## config.mk

```make
export PLATFORM = sky130hd
export DESIGN_NAME = backendWb
export DESIGN_NICKNAME = d
export VERILOG_FILES = /design/src/common/backendPkg.sv /design/src/execute/aluUnit.sv /design/src/execute/csrUnit.sv /design/src/execute/multUnit.sv /design/src/backendWb.sv /design/src/completionTable.sv /design/src/issueDecode.sv /design/src/writeBack.sv
export VERILOG_INCLUDE_DIRS = /design/src /design/src/common
export SDC_FILE = /design/constraint.sdc
export NUM_CORES = 2
export LEC_CHECK = 0
export ABC_AREA = 1
export BUFFER_PORTS_ARGS = -buffer_cell sky130_fd_sc_hd__buf_2
export CAP_MARGIN = 20
export CORE_UTILIZATION = 40
export DETAILED_ROUTE_END_ITERATION = 10
export SLEW_MARGIN = 10
export SYNTH_ARGS = -nofsm -noshare
export SYNTH_HDL_FRONTEND = slang
export SYNTH_SLANG_ARGS = --single-unit
```

## constraint.sdc

```tcl
create_clock -name clk -period 7.3 [get_ports clk]
set_clock_uncertainty 0.2 [all_clocks]
set_input_delay 0.365 -clock clk [delete_from_list [all_inputs] [get_ports clk]]
set_output_delay 0.365 -clock clk [all_outputs]
set_load 0.05 [all_outputs]
```

## src/common/backend_defs.svh

```systemverilog
`ifndef BACKEND_DEFS_SVH
`define BACKEND_DEFS_SVH

// The issue and ALU lanes also form the first rows of the writeback bus.
`define ALU_SIZE 3
// The load result lanes follow the ALU rows on the bus.
`define LSU_SIZE 1
`define MULT_SIZE 1

// Nonzero when the multiplier is present. It then shares lane 2 of the bus.
`define EXT_M 1

`define XLEN 32
`define ROB_DEPTH 16
`define PREG_NUM 64
`define CSR_NUM 8

`endif

```

## src/common/backendPkg.sv

```systemverilog
`include "backend_defs.svh"

package backendPkg;

    typedef enum logic [1:0] {
        OpAlu,
        OpMult,
        OpCsr
    } opClass_t;

    typedef enum logic [3:0] {
        AluAdd,
        AluSub,
        AluAnd,
        AluOr,
        AluXor,
        AluSll,
        AluSrl,
        AluSra,
        AluSlt
    } aluOp_t;

    typedef enum logic [1:0] {
        CsrRw,
        CsrSet,
        CsrClr
    } csrOp_t;

    // Zero means no exception.
    typedef enum logic [3:0] {
        ExcNone    = 4'd0,
        ExcIllegal = 4'd2
    } exccode_t;

    typedef logic [$clog2(`ROB_DEPTH)-1:0] robIdx_t;
    typedef logic [$clog2(`PREG_NUM)-1:0]  pregIdx_t;
    typedef logic [$clog2(`CSR_NUM)-1:0]   csrAddr_t;
    typedef logic [`XLEN-1:0]              xData_t;

    typedef struct packed {
        logic     valid;
        opClass_t opClass;
        aluOp_t   aluOp;
        csrOp_t   csrOp;
        csrAddr_t csrAddr;
        pregIdx_t rd;
        robIdx_t  robIdx;
        xData_t   src1;
        xData_t   src2;
    } microOp_t;

    typedef struct packed {
        logic     en;
        logic     we;
        aluOp_t   aluOp;
        pregIdx_t rd;
        robIdx_t  robIdx;
        xData_t   src1;
        xData_t   src2;
        exccode_t exccode;
    } aluCmd_t;

    // The multiplier has a single operation, so no op field.
    typedef struct packed {
        logic     en;
        logic     we;
        pregIdx_t rd;
        robIdx_t  robIdx;
        xData_t   src1;
        xData_t   src2;
        exccode_t exccode;
    } multCmd_t;

    typedef struct packed {
        logic     en;
        logic     we;
        csrOp_t   csrOp;
        csrAddr_t csrAddr;
        pregIdx_t rd;
        robIdx_t  robIdx;
        xData_t   src1;
        exccode_t exccode;
    } csrCmd_t;

    typedef struct packed {
        logic     en;
        logic     we;
        robIdx_t  robIdx;
        pregIdx_t rd;
        xData_t   res;
        exccode_t exccode;
    } wbData_t;

    typedef wbData_t [`ALU_SIZE+`LSU_SIZE-1:0] wbBus_t;

endpackage

```

## src/execute/aluUnit.sv

```systemverilog
`timescale 1ns/1ps
`include "backend_defs.svh"

module aluUnit
    import backendPkg::*;
(
    input  aluCmd_t cmd,
    output wbData_t result
);
    logic [4:0]       shamt;
    logic [`XLEN-1:0] aluOut;

    assign shamt = cmd.src2[4:0];

    always_comb begin
        case (cmd.aluOp)
            AluAdd: aluOut = cmd.src1 + cmd.src2;
            AluSub: aluOut = cmd.src1 - cmd.src2;
            AluAnd: aluOut = cmd.src1 & cmd.src2;
            AluOr:  aluOut = cmd.src1 | cmd.src2;
            AluXor: aluOut = cmd.src1 ^ cmd.src2;
            AluSll: aluOut = cmd.src1 << shamt;
            AluSrl: aluOut = cmd.src1 >> shamt;
            AluSra: aluOut = $signed(cmd.src1) >>> shamt;
            AluSlt: begin
                aluOut    = '0;
                aluOut[0] = $signed(cmd.src1) < $signed(cmd.src2);
            end
            default: aluOut = '0;
        endcase
    end

    // A faulting op carries no data, only its exception code.
    assign result.en      = cmd.en;
    assign result.we      = cmd.we;
    assign result.robIdx  = cmd.robIdx;
    assign result.rd      = cmd.rd;
    assign result.res     = (cmd.exccode != ExcNone) ? '0 : aluOut;
    assign result.exccode = cmd.exccode;

endmodule

```

## src/execute/csrUnit.sv

```systemverilog
`timescale 1ns/1ps
`include "backend_defs.svh"

module csrUnit
    import backendPkg::*;
(
    input  logic    clk,
    input  logic    rstN,
    input  csrCmd_t cmd,
    output wbData_t result
);
    logic [`XLEN-1:0] csrRegs [`CSR_NUM];
    logic [`XLEN-1:0] oldVal;
    logic [`XLEN-1:0] newVal;
    logic             csrWr;

    assign oldVal = csrRegs[cmd.csrAddr];
    assign csrWr  = cmd.en && (cmd.exccode == ExcNone);

    always_comb begin
        case (cmd.csrOp)
            CsrRw:   newVal = cmd.src1;
            CsrSet:  newVal = oldVal | cmd.src1;
            CsrClr:  newVal = oldVal & ~cmd.src1;
            default: newVal = oldVal;
        endcase
    end

    // The old value goes back to rd while the new one is written.
    always_ff @(posedge clk or negedge rstN) begin
        if (!rstN) begin
            for (int i = 0; i < `CSR_NUM; i++) begin
                csrRegs[i] <= '0;
            end
            result <= '0;
        end else begin
            if (csrWr) begin
                csrRegs[cmd.csrAddr] <= newVal;
            end
            result <= '{en: cmd.en, we: cmd.we, robIdx: cmd.robIdx, rd: cmd.rd,
                        res: oldVal, exccode: cmd.exccode};
        end
    end

endmodule

```

## src/execute/multUnit.sv

```systemverilog
`timescale 1ns/1ps
`include "backend_defs.svh"

module multUnit
    import backendPkg::*;
(
    input  logic     clk,
    input  logic     rstN,
    input  multCmd_t cmd,
    output wbData_t  result
);
    localparam int Half = `XLEN / 2;

    logic             s1En;
    logic             s1We;
    pregIdx_t         s1Rd;
    robIdx_t          s1RobIdx;
    exccode_t         s1Exc;
    logic [`XLEN-1:0] s1PartLo;
    logic [Half-1:0]  s1PartHi;
    wbData_t          resQ;

    // Stage 1 forms two partial products. Only the low word of the full
    // product is kept, so the upper half needs just its low Half bits.
    always_ff @(posedge clk or negedge rstN) begin
        if (!rstN) begin
            s1En <= 1'b0;
        end else begin
            s1En <= cmd.en;
        end
    end

    always_ff @(posedge clk) begin
        s1We     <= cmd.we;
        s1Rd     <= cmd.rd;
        s1RobIdx <= cmd.robIdx;
        s1Exc    <= cmd.exccode;
        s1PartLo <= cmd.src1[Half-1:0] * cmd.src2;
        s1PartHi <= cmd.src1[`XLEN-1:Half] * cmd.src2[Half-1:0];
    end

    // Stage 2 sums the shifted partial products.
    always_ff @(posedge clk or negedge rstN) begin
        if (!rstN) begin
            resQ <= '0;
        end else begin
            resQ <= '{en: s1En, we: s1We, robIdx: s1RobIdx, rd: s1Rd,
                      res: s1PartLo + {s1PartHi, {Half{1'b0}}},
                      exccode: s1Exc};
        end
    end

    assign result = resQ;

endmodule

```

## src/backendWb.sv

```systemverilog
`timescale 1ns/1ps
`include "backend_defs.svh"

module backendWb
    import backendPkg::*;
(
    input  logic                      clk,
    input  logic                      rstN,
    input  microOp_t [`ALU_SIZE-1:0]  issue,
    input  wbData_t  [`LSU_SIZE-1:0]  lsuRes,
    input  logic                      robAlloc,
    input  robIdx_t                   allocIdx,
    output wbBus_t                    wbBus,
    output logic [`ROB_DEPTH-1:0]     doneMask,
    output logic [`ROB_DEPTH-1:0]     excMask
);
    aluCmd_t [`ALU_SIZE-1:0] aluCmd;
    csrCmd_t                 csrCmd;
    multCmd_t                multCmd;
    wbData_t [`ALU_SIZE-1:0] aluRes;
    wbData_t                 csrRes;
    wbData_t                 multRes;

    issueDecode issueDecode_i (
        .clk, .rstN, .issue, .aluCmd, .csrCmd, .multCmd
    );

    for (genvar i = 0; i < `ALU_SIZE; i++) begin : gAlu
        aluUnit aluUnit_i (
            .cmd    (aluCmd[i]),
            .result (aluRes[i])
        );
    end

    multUnit multUnit_i (
        .clk, .rstN, .cmd(multCmd), .result(multRes)
    );

    csrUnit csrUnit_i (
        .clk, .rstN, .cmd(csrCmd), .result(csrRes)
    );

    writeBack writeBack_i (
        .clk, .rstN, .aluRes, .csrRes, .multRes, .lsuRes, .wbBus
    );

    completionTable completionTable_i (
        .clk, .rstN, .wbBus, .robAlloc, .allocIdx, .doneMask, .excMask
    );

endmodule

```

## src/completionTable.sv

```systemverilog
`timescale 1ns/1ps
`include "backend_defs.svh"

module completionTable
    import backendPkg::*;
(
    input  logic                  clk,
    input  logic                  rstN,
    input  wbBus_t                wbBus,
    input  logic                  robAlloc,
    input  robIdx_t               allocIdx,
    output logic [`ROB_DEPTH-1:0] doneMask,
    output logic [`ROB_DEPTH-1:0] excMask
);
    localparam int BusRows = `ALU_SIZE + `LSU_SIZE;

    logic [`ROB_DEPTH-1:0] doneNext;
    logic [`ROB_DEPTH-1:0] excNext;

    always_comb begin
        doneNext = doneMask;
        excNext  = excMask;
        for (int r = 0; r < BusRows; r++) begin
            if (wbBus[r].en) begin
                doneNext[wbBus[r].robIdx] = 1'b1;
                if (wbBus[r].exccode != ExcNone) begin
                    excNext[wbBus[r].robIdx] = 1'b1;
                end
            end
        end
        // A new allocation wins over a late completion of the old entry.
        if (robAlloc) begin
            doneNext[allocIdx] = 1'b0;
            excNext[allocIdx]  = 1'b0;
        end
    end

    always_ff @(posedge clk or negedge rstN) begin
        if (!rstN) begin
            doneMask <= '0;
            excMask  <= '0;
        end else begin
            doneMask <= doneNext;
            excMask  <= excNext;
        end
    end

endmodule

```

## src/issueDecode.sv

```systemverilog
`timescale 1ns/1ps
`include "backend_defs.svh"

module issueDecode
    import backendPkg::*;
(
    input  logic                      clk,
    input  logic                      rstN,
    input  microOp_t [`ALU_SIZE-1:0]  issue,
    output aluCmd_t  [`ALU_SIZE-1:0]  aluCmd,
    output csrCmd_t                   csrCmd,
    output multCmd_t                  multCmd
);
    localparam int CsrLane  = 0;
    localparam int MultLane = 2;
    localparam bit HasMult  = (`EXT_M != 0);

    aluCmd_t [`ALU_SIZE-1:0] aluNext;
    csrCmd_t                 csrNext;
    multCmd_t                multNext;

    // ----------------------------------------------------------------------
    // Routing by class and lane
    // ----------------------------------------------------------------------
    always_comb begin
        csrNext  = '0;
        multNext = '0;
        for (int i = 0; i < `ALU_SIZE; i++) begin
            aluNext[i]        = '0;
            aluNext[i].aluOp  = issue[i].aluOp;
            aluNext[i].rd     = issue[i].rd;
            aluNext[i].robIdx = issue[i].robIdx;
            aluNext[i].src1   = issue[i].src1;
            aluNext[i].src2   = issue[i].src2;
            if (issue[i].valid) begin
                if (issue[i].opClass == OpAlu) begin
                    aluNext[i].en = 1'b1;
                    aluNext[i].we = issue[i].rd != '0;
                end else if (issue[i].opClass == OpCsr && i == CsrLane) begin
                    csrNext = '{en: 1'b1, we: issue[i].rd != '0,
                                csrOp: issue[i].csrOp, csrAddr: issue[i].csrAddr,
                                rd: issue[i].rd, robIdx: issue[i].robIdx,
                                src1: issue[i].src1, exccode: ExcNone};
                end else if (issue[i].opClass == OpMult && i == MultLane && HasMult) begin
                    multNext = '{en: 1'b1, we: issue[i].rd != '0,
                                 rd: issue[i].rd, robIdx: issue[i].robIdx,
                                 src1: issue[i].src1, src2: issue[i].src2,
                                 exccode: ExcNone};
                end else begin
                    // A wrong-lane op retires through the ALU path as an illegal op.
                    aluNext[i].en      = 1'b1;
                    aluNext[i].exccode = ExcIllegal;
                end
            end
        end
    end

    always_ff @(posedge clk or negedge rstN) begin
        if (!rstN) begin
            aluCmd  <= '0;
            csrCmd  <= '0;
            multCmd <= '0;
        end else begin
            aluCmd  <= aluNext;
            csrCmd  <= csrNext;
            multCmd <= multNext;
        end
    end

endmodule

```

## src/writeBack.sv

```systemverilog
`timescale 1ns/1ps
`include "backend_defs.svh"

module writeBack
    import backendPkg::*;
(
    input  logic                     clk,
    input  logic                     rstN,
    input  wbData_t [`ALU_SIZE-1:0]  aluRes,
    input  wbData_t                  csrRes,
    input  wbData_t                  multRes,
    input  wbData_t [`LSU_SIZE-1:0]  lsuRes,
    output wbBus_t                   wbBus
);
    localparam int CsrRow  = 0;
    localparam int MultRow = 2;
    localparam bit HasMult = (`EXT_M != 0);

    wbData_t [`ALU_SIZE-1:0] aluQ;
    wbData_t                 csrQ;
    wbData_t                 multQ;

    always_ff @(posedge clk or negedge rstN) begin
        if (!rstN) begin
            aluQ  <= '0;
            csrQ  <= '0;
            multQ <= '0;
        end else begin
            aluQ  <= aluRes;
            csrQ  <= csrRes;
            multQ <= multRes;
        end
    end

    // ----------------------------------------------------------------------
    // ALU rows shared with the CSR unit and the multiplier
    // ----------------------------------------------------------------------
    // The issuer keeps the shared units off a row in the cycles its ALU
    // lane writes back, so a plain priority mux is enough.
    for (genvar i = 0; i < `ALU_SIZE; i++) begin : gAluRow
        if (i == CsrRow) begin : gCsr
            assign wbBus[i] = csrQ.en ? csrQ : aluQ[i];
        end else if (i == MultRow && HasMult) begin : gMult
            assign wbBus[i] = multQ.en ? multQ : aluQ[i];
        end else begin : gPlain
            assign wbBus[i] = aluQ[i];
        end
    end

    // ----------------------------------------------------------------------
    // Load rows
    // ----------------------------------------------------------------------
    // Loads arrive already timed by the load unit and pass straight through.
    for (genvar i = 0; i < `LSU_SIZE; i++) begin : gLsuRow
        assign wbBus[`ALU_SIZE+i] = '{
            en:      lsuRes[i].en,
            we:      lsuRes[i].rd != '0,
            robIdx:  lsuRes[i].robIdx,
            rd:      lsuRes[i].rd,
            res:     lsuRes[i].res,
            exccode: lsuRes[i].exccode
        };
    end

endmodule

```

==> summary.txt <==
Outcome
  – Outcome: completed

STA
  – Final setup violation count: 0
  – Maximum clock rate: 0.152 GHz
  – RSZ-0062 raised after global routing: no
  – Minimum clock period: 6.60 ns
  – Final hold vios: 0
  – Slew Limit Fails: 0
  – Final Cycle Share: 90.4%
  – Hold WS: 0.0426 ns
  – Worst slew pin tran: 1.15 ns
  – Slew HR: 23.5%
  – Setup tns final: 0 ns

Global route
  – First-pass GRT wire length: 514000 microns
  – Total grt overflow: 0
  – Initial antenna violation count: 22
  – Vias in the first global route: 78700
  – Global-route usage over all layers: 33.7%
  – Largest net degree at the start of global routing: 162

Clocking
  – Setup Buffers After CTS: 0
  – Worst skew pair latency: 0.78 ns
  – H-tree levels: 3
  – Total CTS buffers: 112
  – Root Buffer: clkbuf_16
  – CTS tree: built
  – PostCTS Resize Cnt: 0
  – Cts hold-fix bufs: 393
  – Clk slew on worst S/H paths: 0.07 ns
  – # clock sinks: 1027
  – Clock tree buffer depth: 3

Yosys
  – Mapped Cells: 11600
  – Share of the synthesized area in the top cell type: 29.5%
  – Top FF cell, synth: dfrtp_1
  – Post-synthesis sequential area ratio: 30.9%
  – Library cells used by synthesis: 64
  – Yosys top cell by area: dfrtp_1
  – Avg Inst Size Synth: 7.06 sq um
  – Dominant cells by area after synthesis: dfrtp_1 (29%), nand2_1 (15%), fa_1 (9.5%)
  – Asr flop ratio synth: 94.3%
  – #FFs+latches synth: 1027
  – Synth warn: 0
  – Synth Cell Area: 0.0822 sq mm
  – Post-synth EDFFs: 0

Min path
  – Hold Path Class: input pin to register
  – Hold path startpoint: issue[231]
  – Cells on Worst Hold Path: 2
  – Hold EP: issueDecode_i.aluCmd[231]$_DFF_PN0_

Placement
  – I/O Buffers: 452
  – Detailed placement HPWL: 274000 microns
  – DP Area: 0.0860 sq mm
  – Routability cong.: 1.03

Setup path
  – Startpoint types: register
  – CP Cell Sequence: buf_4, nand2_1, fa_1, fa_1, fa_1, inv_1, fa_1, fa_1, inv_1, fa_1, inv_1, ha_1, nand2_1, nand2_1, nand3_1, nand2_1, a21oi_1, nand2_1, a21boi_0, o21ai_0, xor2_1
  – Worst path most repeated cell: fa_1
  – Data arrival, critical path: 7.06 ns
  – R2R depth: 21
  – Critical-path top delay cell: dfrtp_1
  – FF-to-FF Start: issueDecode_i.multCmd[38]$_DFF_PN0_
  – Worst endpoint required time: 7.77 ns
  – Crit path max fanout: 21
  – CP Class: register to register
  – Critical Path Max Stage Delay: 0.99 ns
  – Worst setup EP type: register
  – Delay-heaviest family, CP: adder cells
  – CP Buf/Inv Count: 4
  – RR Endpoint: multUnit_i.s1PartLo[23]$_DFF_P_
  – Setup slack, reg-to-reg: 0.70 ns

Final layout
  – Final net count: 13300
  – Most frequent cells in the layout: nand2_1 (3299), inv_1 (1869), nand3_1 (1220)
  – Design area: 0.0940 sq mm
  – P&R area growth vs syn: 14.5%
  – Fraction of final layout cells with drive strength greater than 1: 7.85%
  – Commonest non-fill, non-tap cell in the layout: nand2_1

Power and ir drop
  – Clk network pwr share: 37.6%
  – NetSw: 0.00570 W
  – Comb pwr share: 23.8%
  – Internal power: 0.0105 W
  – Cell leakage power: 50.6 nW
  – Peak supply drop: 0.000202 V
  – Power Dens Cells: 173 mW/mm^2
  – Power share of the sequential group: 38.6%
  – Switching Fraction: 35.1%

Detailed routing
  – Post-Route WL: 355000 microns
  – DRC errors left: 0
  – Vias: 81500
  – DR iter-0 viols: 9483
  – Drt wl/cell: 23.8 microns
  – Pre-antenna DRT Iters: 8
  – Antenna violation net count after detailed routing: 0
  – Vias/cell: 5.47

Floorplanning
  – Die W: 455 microns
  – # rows: 165
  – I/O pin count: 537
  – DIE AREA: 0.207 sq mm
  – Die height: 455 microns
  – Core footprint: 0.203 sq mm
  – Initial core utilization: 40.4%

Job
  – Max_cap viols: 0
-- synthesized netlist by cell type, drive strengths merged, types with 2 or more instances --
master   count
a22o        33
clkinv      10
a31oi       23
a31o         4
a221oi      13
a21o        13
xor2        56
nor2       792
and2        29
nand2     3304
fa         391
xnor2       24
nand3     1220
nor4        23
nor3b        3
clkbuf     260
o221a        2
o211ai      73
o31ai        3
buf        341
mux2       124
ha         420
nand3b      15
o21bai      41
a211oi       7
o22ai       65
a21boi       2
a41oi        3
a21oi      513
nand4      135
or2         12
dfxtp       59
o21a         5
nor3       101
inv       1887
dfrtp      968
o311ai       2
a32oi        2
o2111ai     19
o221ai      10
and3         5
a311oi       3
o21ai      607
-- layer usage --
layer / part of all wire [%] / GRT usage, % / up-vias / wire length (microns)
li1: - / - / 37600 / -
met1: 42 / 45.7 / 39400 / 149000
met2: 44 / 52.5 / 3798 / 157000
met3: 8.5 / 5.43 / 668 / 30300
met4: 5.1 / 15.6 / 12 / 18000
met5: 0.024 / 0 / - / 84
-- state kept, by name (all words and copies together), names as in the netlist --
register	count
csrUnit_i.csrRegs	256
issueDecode_i.aluCmd	243
writeBack_i.aluQ	90
issueDecode_i.multCmd	76
issueDecode_i.csrCmd	49
writeBack_i.wbBus	45
csrUnit_i.result	44
multUnit_i.result	44
writeBack_i.csrQ	44
writeBack_i.multQ	44
multUnit_i.s1PartLo	32
completionTable_i.doneMask	16
completionTable_i.excMask	16
multUnit_i.s1PartHi	16
multUnit_i.s1Rd	6
multUnit_i.s1RobIdx	4
multUnit_i.s1En	1
multUnit_i.s1We	1
-- how the worst max path moves through the flow --
stage                                              from                               to  slack (ns)  cells after the start
finish              issueDecode_i.multCmd[38]$_DFF_PN0_  multUnit_i.s1PartLo[23]$_DFF_P_        0.70                     21
CTS                 issueDecode_i.multCmd[38]$_DFF_PN0_  multUnit_i.s1PartLo[23]$_DFF_P_        0.69                     21
floorplan           issueDecode_i.multCmd[38]$_DFF_PN0_  multUnit_i.s1PartLo[23]$_DFF_P_        1.51                     21
detailed placement  issueDecode_i.multCmd[38]$_DFF_PN0_  multUnit_i.s1PartLo[23]$_DFF_P_        0.68                     21
global route        issueDecode_i.multCmd[38]$_DFF_PN0_  multUnit_i.s1PartLo[23]$_DFF_P_        0.31                     21
global placement    issueDecode_i.multCmd[37]$_DFF_PN0_  multUnit_i.s1PartLo[23]$_DFF_P_        0.70                     21
-- power groups by stage --
stage               Combinational (W)  Clock (W)  Sequential, W
finish                        0.00387    0.00610        0.00626
global route                  0.00417    0.00645        0.00628
CTS                           0.00378    0.00623        0.00626
detailed placement            0.00360          0        0.00636
global placement              0.00360          0        0.00636
floorplan                     0.00223          0        0.00632
-- area by class of cell --
class	count	area, sq um
timing repair buffer	982	7390
clock buffer	153	3140
sequential	1027	25400
multi-input combinational	8112	46800
fill	20700	109000
inverter	1897	7120
tap	2672	3340
clock inverter	59	820
antenna	6	15.0
-- kinds of logic (layout without fill, tap and decap cells) --
family / after synthesis / count (layout) / synth area share [%]
AOI/OAI and AO/OA: 1446 / 1446 / 9.82
xor gates and xnor gates: 80 / 80 / 0.853
adders and majority gates: 811 / 811 / 15.9
buffers and inverters: 2498 / 3091 / 12.2
DFF: 1027 / 1027 / 30.9
muxes: 125 / 125 / 1.71
other: 1 / 15 / 0.00456
and+or+nand+nor: 5641 / 5641 / 28.5
-- metrics by stage --
step | worst slack, ns | utilization, % | std cells | total power (W)
floorplan | 1.51 | - | 11600 | 0.00855
global placement | 0.703 | 42.3 | 14300 | 0.00995
detailed placement | 0.680 | 42.3 | 14300 | 0.00996
CTS | 0.689 | 46.2 | 14900 | 0.0163
global route | 0.308 | 46.3 | 14900 | 0.0169
finish | 0.703 | 46.3 | 14900 | 0.0162
-- worst reg2reg max path: stages, from the launching register on --
cell and delay [ns]:
dfrtp_1 0.99, buf_4 0.38, nand2_1 0.10, fa_1 0.53
fa_1 0.46, fa_1 0.55, inv_1 0.06, fa_1 0.50
fa_1 0.49, inv_1 0.05, fa_1 0.48, inv_1 0.04
ha_1 0.34, nand2_1 0.10, nand2_1 0.07, nand3_1 0.09
nand2_1 0.07, a21oi_1 0.20, nand2_1 0.12, a21boi_0 0.39
o21ai_0 0.17, xor2_1 0.16
Note: power is estimated with default switching activity, not from simulation.
